File: config.mk
export PLATFORM = sky130hd
export DESIGN_NAME = prediction_select
export DESIGN_NICKNAME = d
export VERILOG_FILES = /design/src/source/bp_pkg.sv /design/src/source/rv_inst_pkg.sv /design/src/source/prediction_select.sv
export VERILOG_INCLUDE_DIRS = /design/src /design/src/source
export SDC_FILE = /design/constraint.sdc
export NUM_CORES = 1
export LEC_CHECK = 0
export BUFFER_PORTS_ARGS = -buffer_cell sky130_fd_sc_hd__buf_4
export CAP_MARGIN = 20
export CORE_UTILIZATION = 23
export CTS_BUF_LIST = sky130_fd_sc_hd__clkbuf_4 sky130_fd_sc_hd__clkbuf_8
export CTS_CLUSTER_DIAMETER = 100
export CTS_CLUSTER_SIZE = 12
export DETAILED_ROUTE_END_ITERATION = 6
export SETUP_SLACK_MARGIN = 0.5
export SKIP_CTS_REPAIR_TIMING = 1
export SYNTH_ARGS = -nofsm -noshare
export SYNTH_HDL_FRONTEND = slang
export SYNTH_SLANG_ARGS = --single-unit
File: constraint.sdc
create_clock -name clk -period 0.8 [get_ports clk]
set_input_delay 0 -clock clk [delete_from_list [all_inputs] [get_ports clk]]
set_output_delay 0 -clock clk [all_outputs]
set_load 0.03 [all_outputs]
File: src/source/bp_defs.svh
`ifndef BP_DEFS_SVH
`define BP_DEFS_SVH

// datapath width, addresses and instruction words
`define XLEN 32

// global history length
`define GHIST_W 16

// direction tables
`define BIMODAL_ENTRIES 512  // indexed by pc[9:1]
`define TAGE_ENTRIES 256     // per tagged table
`define TAG_W 10
`define PARTIAL_TAG_BITS 6   // upper tag bits compared at lookup

// target buffer, direct mapped on pc[9:2]
`define BTB_ENTRIES 256
`define BTB_TAG_W 22

`endif

File: src/source/bp_pkg.sv
package bp_pkg;

    // table that supplied the direction
    typedef enum logic [1:0] {
        PROV_BIMODAL = 2'd0,
        PROV_T0      = 2'd1,
        PROV_T1      = 2'd2
    } provider_t;

    typedef logic [1:0] ctr2_t;  // msb set means taken

    localparam ctr2_t CTR_STRONG_NT = 2'b00;
    localparam ctr2_t CTR_WEAK_NT   = 2'b01;
    localparam ctr2_t CTR_WEAK_T    = 2'b10;
    localparam ctr2_t CTR_STRONG_T  = 2'b11;

    // saturating step toward the outcome
    function automatic ctr2_t ctr_update(ctr2_t ctr, logic taken);
        ctr2_t next;
        if (taken) begin
            next = (ctr == CTR_STRONG_T) ? ctr : ctr + 2'd1;
        end else begin
            next = (ctr == CTR_STRONG_NT) ? ctr : ctr - 2'd1;
        end
        return next;
    endfunction

endpackage

File: src/source/rv_inst_pkg.sv
package rv_inst_pkg;

    localparam logic [6:0] OPC_BRANCH = 7'b1100011;
    localparam logic [6:0] OPC_JAL    = 7'b1101111;
    localparam logic [6:0] OPC_JALR   = 7'b1100111;

    // B-type layout, offset bits scattered around rs1/rs2
    typedef struct packed {
        logic       imm_12;    // sign bit
        logic [5:0] imm_10_5;
        logic [4:0] rs2;
        logic [4:0] rs1;
        logic [2:0] funct3;
        logic [3:0] imm_4_1;
        logic       imm_11;
        logic [6:0] opcode;
    } b_fields_t;

    // J-type layout, 20-bit offset in jumbled order
    typedef struct packed {
        logic       imm_20;    // sign bit
        logic [9:0] imm_10_1;
        logic       imm_11;
        logic [7:0] imm_19_12;
        logic [4:0] rd;
        logic [6:0] opcode;
    } j_fields_t;

    // one fetched word, read as branch or as jump
    typedef union packed {
        b_fields_t b_view;
        j_fields_t j_view;
    } rv_inst_t;

endpackage

File: src/source/prediction_select.sv
`include "bp_defs.svh"

module prediction_select (
    input  logic                  clk,
    input  logic                  rst,
    input  logic                  req_valid_i,
    input  logic [`XLEN-1:0]      req_pc_i,
    input  rv_inst_pkg::rv_inst_t req_inst_i,
    input  logic                  dir_taken_i,
    input  bp_pkg::provider_t     dir_provider_i,
    input  logic [`GHIST_W-1:0]   history_i,
    input  logic                  btb_hit_i,
    input  logic [`XLEN-1:0]      btb_target_i,
    output logic                  pred_valid_o,
    output logic                  pred_is_branch_o,
    output logic                  pred_taken_o,
    output logic [`XLEN-1:0]      pred_target_o,
    output bp_pkg::provider_t     pred_provider_o,
    output logic [`GHIST_W-1:0]   pred_history_o
);
    logic [6:0]       opcode;
    logic             is_cond;
    logic             is_jal;
    logic             is_jalr;
    logic             is_branch;
    logic [`XLEN-1:0] b_imm;
    logic [`XLEN-1:0] j_imm;
    logic [`XLEN-1:0] fall_through;
    logic             taken_d;
    logic [`XLEN-1:0] target_d;

    // opcode sits in the same bits for both views
    assign opcode    = req_inst_i.b_view.opcode;
    assign is_cond   = (opcode == rv_inst_pkg::OPC_BRANCH);
    assign is_jal    = (opcode == rv_inst_pkg::OPC_JAL);
    assign is_jalr   = (opcode == rv_inst_pkg::OPC_JALR);
    assign is_branch = is_cond || is_jal || is_jalr;

    // sign extended offsets, bit 0 always zero
    assign b_imm = {{(`XLEN-12){req_inst_i.b_view.imm_12}},
                    req_inst_i.b_view.imm_11,
                    req_inst_i.b_view.imm_10_5,
                    req_inst_i.b_view.imm_4_1,
                    1'b0};
    assign j_imm = {{(`XLEN-20){req_inst_i.j_view.imm_20}},
                    req_inst_i.j_view.imm_19_12,
                    req_inst_i.j_view.imm_11,
                    req_inst_i.j_view.imm_10_1,
                    1'b0};

    assign fall_through = req_pc_i + `XLEN'd4;

    always_comb begin
        taken_d  = 1'b0;  // jalr and non-branches fall through
        target_d = fall_through;
        if (is_jal) begin
            taken_d  = 1'b1;
            target_d = btb_hit_i ? btb_target_i : req_pc_i + j_imm;
        end else if (is_cond && dir_taken_i) begin
            taken_d  = 1'b1;
            target_d = btb_hit_i ? btb_target_i : req_pc_i + b_imm;
        end
    end

    always_ff @(posedge clk or posedge rst) begin
        if (rst) begin
            pred_valid_o     <= 1'b0;
            pred_is_branch_o <= 1'b0;
            pred_taken_o     <= 1'b0;
        end else begin
            pred_valid_o     <= req_valid_i;
            pred_is_branch_o <= req_valid_i && is_branch;
            pred_taken_o     <= req_valid_i && taken_d;  // low on idle cycles
        end
    end

    // payload held until the next request
    always_ff @(posedge clk) begin
        if (req_valid_i) begin
            pred_target_o   <= target_d;
            pred_provider_o <= dir_provider_i;
            pred_history_o  <= history_i;  // returned later with the resolution
        end
    end

endmodule

==> results.md, run 1 <==
Global routing:
- The number of global-route vias before repair was 6644.
- For this run, global-route usage on met2 was measured as 28.9%.
- The total global routing track utilization is 18.4%.
- After global routing the overflow that remains totals 0.
- The global routing's busiest layer is met2.
- The global-route track usage on met3 is 1.91%.
- The largest net degree at the start of global routing is 32.
- The global routing usage on met1 is 26.6%.
- The number of antenna violations at the first check in global routing came to 0.
- The first global-routing pass estimated 37100 um of wire.

Setup path:
- The critical path starts at req_pc_i[1].
- The endpoint kind of the worst setup timing path is a register.
- The data required time of the critical path is 0.99 ns.
- The worst setup path is launched from an input port.
- The data arrival time of the worst path is 2.43 ns.
- The critical-path maximum fanout is 3.
- The category of the most critical setup path is input port to register.

Floorplanning:
- The die covers 25700 sq um.
- The core footprint is 24500 sq um.
- For this configuration, the core starts out at a cell density of 23.6%.
- The vertical die dimension is 160 um.
- The floorplan die width is 160 um.
- The site row count is 57.
- 172 I/O pins were placed.

Outcome:
- The checks that failed: negative hold slack, negative setup slack.
- The flow ran to the end, but the final reports show violations.

Hold path:
- In this run the most critical hold path is launched from history_i[12].
- The kind of path behind the tightest hold check is input port to register.

Placed design:
- The number of placed instances, taps included, is 1388.
- The placed instances occupy a cell area of 9570 sq um.
- Buffers placed on the I/O ports in this run total 171.
- Detailed placement finished with a half-perimeter wire length of 20300 um.
- The final weighted congestion in routability-driven placement is 0.906.
- The minimum setup slack after placement is -1.91 ns.

Drt:
- The number of design rule violations left after detail routing is 0.
- Using the TritonRoute via totals, the vias-per-cell ratio works out to 4.91.
- The detailed-route wire length per cell is 17.7 um.
- For this block, the initial DRC count from the detailed router was 397.
- The first-pass detailed-route iteration total is 5.
- In this run the remaining antenna-violating nets after routing total 0.
- For this block, the via count after detailed routing is 7016.
- The final layout contains routed wiring with a total length of 25300 um.

Timing:
- In this run the tightest slew margin relative to its limit is 68.8%.
- At the pin with the least slew margin, the transition time is 0.464 ns.
- The number of setup violations in the final report is 86.
- The number of max-slew violations in the final report is 0.
- The worst hold slack across all endpoints is -0.153 ns.
- Summed over all failing endpoints, the final setup total negative slack is -38.83 ns.
- The worst path uses 280% of the clock period.
- The number of failing hold endpoints at the final stage came to 24.
- Setup repair after global routing could not meet its margin everywhere.
- For this run, the top clock speed supported by timing is 446 MHz.
- The final critical-path setup slack is -1.44 ns.
- The clock period minus final worst setup slack is 2.24 ns.

Yosys:
- The commonest cells after synthesis are sky130_fd_sc_hd__a21oi_1 (72), sky130_fd_sc_hd__nand2_1 (56), sky130_fd_sc_hd__nor2_1 (56).
- The top cell type by total area after synthesis is sky130_fd_sc_hd__edfxtp_1.
- Counting every instance in the synthesized netlist gives 697.
- In the post-synthesis netlist, the cell with the most instances is sky130_fd_sc_hd__a21oi_1.
- After synthesis, the largest area contributor takes up 26.0% of total cell area.
- For this run, the register share of the synthesized area comes to 27.3%.
- After synthesis, the mean cell area works out to 8.28 sq um.
- The synthesized netlist occupies a cell area of 5770 sq um.
- After synthesis, the cell types taking the most area are sky130_fd_sc_hd__edfxtp_1 (26%), sky130_fd_sc_hd__ha_1 (9.5%), sky130_fd_sc_hd__a21oi_1 (6.2%).
- The count of synthesis-stage warnings from yosys is 0.
- The count of state elements after synthesis is 53.
- The number of synthesized flops with an enable pin is 50.
- Among all flip-flop cells after synthesis, the most frequent one is sky130_fd_sc_hd__edfxtp_1.
- Counting distinct cell types in the post-synthesis netlist gives 71.
- The number of nets handed over by synthesis was 862.
- The share of flip-flops with an asynchronous set or reset after synthesis is 5.66%.

Power and ir drop:
- In this run the static leakage power is 0.00474 uW.
- IR analysis of the VDD net gives a maximum drop of 0.983 mV.
- The power per cell area is 1120 nW/um^2.

Finish:
- The area added between synthesis and finish is 92.0%.
- The share of final-layout standard cells stronger than drive strength 1 is 55.7%.
- The finished layout holds 1429 standard cells, fillers aside.
- Fill cells in the final layout number 2342.
- Summing all non-filler instances in the final layout gives an area of 11100 sq um.
- The number of antenna diodes in the final layout is 0.
- After the last flow step, the layout net total stands at 1269.

Clock tree:
- TritonCTS built the clock tree.
- The H-tree was split into 2 levels.
- The cell sitting at the root of the clock tree is a sky130_fd_sc_hd__clkbuf_8.
- The TritonCTS sink count is 53.
- The number of CTS-inserted buffers is 5.
- The maximum buffer depth of the clock tree is 2.
- The CTS clock-pin slew for the worst setup and hold paths is 0.11 ns.

Run:
- The number of violations of the max-capacitance limit is 0.
-- per-stage QoR --
| stage | power [uW] | util (%) |
|---|---|---|
| 5_1_grt | 13000 | 45.3 |
| 6_report | 12400 | 45.3 |
| 2_1_floorplan | 6330 | - |
| 3_3_place_gp | 9150 | 39.1 |
| 4_1_cts | 11400 | 39.7 |
| 3_5_place_dp | 9170 | 39.1 |
-- routing by layer --
metal  wire length (um)  vias to the layer above
li1                   -                     3462
met1              11800                     3281
met2              11600                      242
met3               1420                       31
met4                495                        0
met5                  0                        -
-- cells by family after synthesis --
logic type	Yosys count	synth area share, %
AOI/OAI and AO/OA	244	28.0
xor gates and xnor gates	60	9.10
adders and majority gates	46	10.2
buffers and inverters	62	4.18
DFF	53	27.3
muxes	11	1.99
and+or+nand+nor	221	19.2
-- report_power, final --
part	internal (uW)	leakage (uW)	switching [uW]
logic	3460	0.00415	3380
clock network	1240	0.0000681	928
registers	3290	0.000525	107
total	8000	0.00474	4420
-- layout make-up --
| cell class | instances | area, sq um | area share (%) |
|---|---|---|---|
| Tap cell | 324 | 405 | 3.66 |
| Inverter | 21 | 81.3 | 0.734 |
| Multi-Input combinational cell | 582 | 5070 | 45.7 |
| Clock buffer | 5 | 68.8 | 0.621 |
| Clock inverter | 3 | 65.1 | 0.587 |
| Sequential cell | 53 | 1580 | 14.3 |
| Timing Repair Buffer | 441 | 3820 | 34.4 |
-- cell usage in the layout, fill, tap and decap left out, drive strengths merged, types with 8 or more instances in the layout --
cell type	synthesis	routed
xor2	30	30
nor2	56	56
nand3	28	28
nand2	57	57
clkbuf	34	9
a211oi	9	9
and3	10	10
nand4	20	20
ha	44	44
o22ai	11	11
edfxtp	50	50
a21oi	73	73
inv	21	21
nor3	9	9
o211ai	11	11
a21o	20	20
o21ai	50	50
buf	7	436
xnor2	30	30
a31oi	8	8
-- critical path: stages --
cell and delay (ns):
sky130_fd_sc_hd__buf_8 0.11, sky130_fd_sc_hd__ha_4 0.15, sky130_fd_sc_hd__inv_2 0.05, sky130_fd_sc_hd__fa_2 0.23, sky130_fd_sc_hd__nor2b_4 0.05, sky130_fd_sc_hd__or3_4 0.34
sky130_fd_sc_hd__a21oi_4 0.19, sky130_fd_sc_hd__o31ai_2 0.09, sky130_fd_sc_hd__a221o_1 0.40, sky130_fd_sc_hd__a31oi_4 0.23, sky130_fd_sc_hd__xor2_1 0.10, sky130_fd_sc_hd__a311oi_1 0.31
sky130_fd_sc_hd__buf_4 0.17
-- flip-flops by register name, indices dropped and copies added, names as in the netlist --
| register | cells |
|---|---|
| pred_provider_o | 2 |
| pred_taken_o | 1 |
| pred_valid_o | 1 |
| pred_target_o | 32 |
| pred_history_o | 16 |
| pred_is_branch_o | 1 |
-- worst paths after layout --
path                                                 to  slack [ns]  depth (start not counted)
setup / recovery            pred_target_o[23]$_DFFE_PP_       -1.44                         13
hold / removal             pred_history_o[12]$_DFFE_PP_       -0.15                          1
max in group asynchronous    pred_is_branch_o$_DFF_PP0_        0.55                          3
min in group asynchronous        pred_valid_o$_DFF_PP0_        0.11                          3
Note: power is estimated with default switching activity, not from simulation.
==> inputs of run 2 (changes only) <==
--- a/config.mk
+++ b/config.mk
@@ -13,6 +13,7 @@
 export CTS_CLUSTER_DIAMETER = 100
 export CTS_CLUSTER_SIZE = 12
 export DETAILED_ROUTE_END_ITERATION = 6
+export REMOVE_ABC_BUFFERS = 1
 export SETUP_SLACK_MARGIN = 0.5
 export SKIP_CTS_REPAIR_TIMING = 1
 export SYNTH_ARGS = -nofsm -noshare
==> results.md, run 2 (same netlist as run 1, synthesis figures left out) <==
Hold path:
- The kind of path behind the tightest hold check is input port to register.
- The worst hold path begins at dir_provider_i[1].

Timing:
- The post-route clock period utilization is 297% (+17 points).
- The worst hold slack across all endpoints is -0.171 ns (-0.0180 ns).
- The highest attainable clock frequency is 420 MHz (-5.9%).
- The total negative setup slack came to -39.86 ns (-1.03 ns).
- Setup repair after global routing could not meet its margin everywhere.
- The number of max-slew violations in the final report is 0 (unchanged).
- The clock period minus final worst setup slack came to 2.38 ns (+0.140 ns).
- The final critical-path setup slack is -1.58 ns (-0.140 ns).
- The relative slew slack is 72.1% (+3.3 points).
- The number of failing hold endpoints at the final stage was 25 (+4.2%).
- The slew at the pin closest to its max-slew limit was 0.412 ns (-0.0523 ns).
- The number of setup violations in the final report came to 85 (-1.2%).

Setup path:
- The critical path launch point is req_pc_i[1].
- The critical-path maximum fanout is 4 (+1).
- The type of origin of the critical path is an input port.
- The data required time of the critical path came to 0.89 ns (-0.10 ns).
- The most frequent cell on the critical path is sky130_fd_sc_hd__buf_6.
- The critical path in this run is classified as input port to register.
- The master of the slowest instance on the critical path is sky130_fd_sc_hd__o41ai_4.
- The signal on the critical path passes through buf_6 > buf_6 > ha_4 > a21oi_4 > nand4b_1 > a211o_1 > a31oi_4 > o221a_2 > o31a_1 > o41ai_4 > buf_4 > mux2i_1 > a21oi_1.
- The endpoint kind of the worst setup timing path is a register.
- The largest incremental delay on the critical path is 0.39 ns (about the same).
- The data arrival time of the worst path is 2.47 ns (+0.04 ns).

Drt:
- The number of DRC violations after detailed-routing iteration 0 is 492 (+24%).
- The detailed-route wire length per cell was 17.5 um (-0.97%).
- The via total after detailed routing is 6936 (-1.1%).
- The number of design rule violations left after detail routing is 0 (unchanged).
- The first-pass detailed-route iteration total is 5 (unchanged).
- The aggregate routed wire length is 24600 um (-2.9%).
- The detail-routed via count per cell is 4.95 (+0.84%).
- The remaining antenna violation count was 0 (unchanged).

Clock tree:
- The clock root buffer is sky130_fd_sc_hd__clkbuf_8.
- The number of H-tree levels is 2 (unchanged).
- The maximum buffer depth of the clock tree was 2 (unchanged).
- TritonCTS built the clock tree.
- The TritonCTS sink count is 53 (unchanged).
- The CTS clock-pin slew for the worst setup and hold paths is 0.11 ns (about the same).
- The number of CTS-inserted buffers was 5 (unchanged).

Finish:
- The area added between synthesis and finish is 79.1%.
- The total non-filler cell area in the finished layout was 10300 sq um (-6.7%).
- The register with the most flip-flops in the final layout is pred_target_o.
- The number of flip-flops under the largest register name came to 32 (unchanged).
- The share of final-layout standard cells stronger than drive strength 1 is 49.6% (-6.2 points).
- The utilization of the core after routing came to 42.3% (-3.0 points).
- Leaving out fill and tap cells, the most frequent cells in the layout are sky130_fd_sc_hd__buf_4 (324), sky130_fd_sc_hd__buf_6 (75), sky130_fd_sc_hd__nand2_1 (53), sky130_fd_sc_hd__edfxtp_1 (50).
- The final layout net count is 1242 (-2.1%).
- The largest registers in the layout are pred_target_o (32), pred_history_o (16), pred_provider_o (2).
- The commonest non-fill, non-tap cell in the layout is sky130_fd_sc_hd__buf_4.
- The number of diodes is 0 (unchanged).
- The number of fillers in the final layout was 2388 (+2.0%).

Placed design:
- The count of buffers inserted at the top-level ports is 171 (unchanged).
- The total half-perimeter wirelength after legalization and detailed placement was 19200 um (-5.4%).
- The final weighted congestion in routability-driven placement came to 0.936 (+3.3%).
- The post-placement cell area was 9060 sq um (-5.4%).

Global routing:
- The total global routing track utilization is 17.3% (-1.1 points).
- The total grt overflow was 0 (unchanged).
- The wire length of the first global-routing pass is 34700 um (-6.4%).
- The number of antenna violations at the first check in global routing is 0 (unchanged).
- The number of global-route vias before repair came to 6521 (-1.9%).
- The largest net degree at the start of global routing is 31 (-3.1%).

Outcome:
- The checks that failed: negative hold slack, negative setup slack.
- The run finished, with violations left.

Floorplanning:
- The site row count is 57 (unchanged).
- The initial core utilization was 23.6% (unchanged).
- The overall die area is 25700 sq um (unchanged).
- The I/O pin count is 172 (unchanged).
- The floorplan die width is 160 um (unchanged).
- The vertical die dimension is 160 um (unchanged).
- The core footprint is 24500 sq um (unchanged).

Run:
- The number of violations of the max-capacitance limit was 0 (unchanged).

Power and ir drop:
- The power per cell area was 1080 nW/um^2 (-3.7%).
- The largest voltage drop on the vdd net is 0.682 mV (-31%).
- The static leakage power is 0.00448 uW (-5.5%).
[run 2: final timing paths]
kind                                                 to  slack (ns)  cells past startpoint
setup / recovery            pred_target_o[30]$_DFFE_PP_       -1.58                     13
hold / removal             pred_provider_o[1]$_DFFE_PP_       -0.17                      1
max in group asynchronous        pred_valid_o$_DFF_PP0_        0.56                      3
min in group asynchronous    pred_is_branch_o$_DFF_PP0_        0.11                      3
[run 2: report_power, final]
group	switching, uW	internal, uW	total [uW]	leakage [uW]
combinational	3090	3060	6150	0.00391
clock	1020	593	1610	0.0000377
sequential	104	3290	3390	0.000529
[run 2: layout make-up]
class	count	area, sq um	area share [%]
Clock buffer	5	68.8	0.666
Timing Repair Buffer	414	3570	34.5
Clock inverter	2	11.3	0.109
Sequential cell	53	1580	15.2
Tap cell	324	405	3.92
Multi-Input combinational cell	582	4630	44.7
Inverter	21	78.8	0.762
[run 2: worst max-delay path, delay by kind of cell]
kind                     cells  cell delay [ns]
AO/OA/AOI/OAI                7             1.51
adder cells (fa/ha/maj)      1             0.16
buffers and inverters        3             0.40
multiplexers                 1             0.18
AND/OR/NAND/NOR              1             0.20
[run 2: layer usage]
| layer | part of all wire (%) | track usage, % |
|---|---|---|
| met1 | 45 | 23.2 |
| met2 | 47 | 28.8 |
| met3 | 5.0 | 2.04 |
| met4 | 2.7 | 5.54 |
| met5 | 0 | 0 |
[run 2: metrics by stage]
stage	total power, uW	hold WS, ns	instances	setup slack, ns
finish	11100	-0.171	1401	-1.58
global route	11700	-0.185	1401	-1.64
CTS	10300	-0.476	1382	-1.69
detailed placement	8640	-0.120	1375	-2.03
global placement	8600	-0.125	1375	-2.01
floorplan	5960	-0.246	656	-2.30
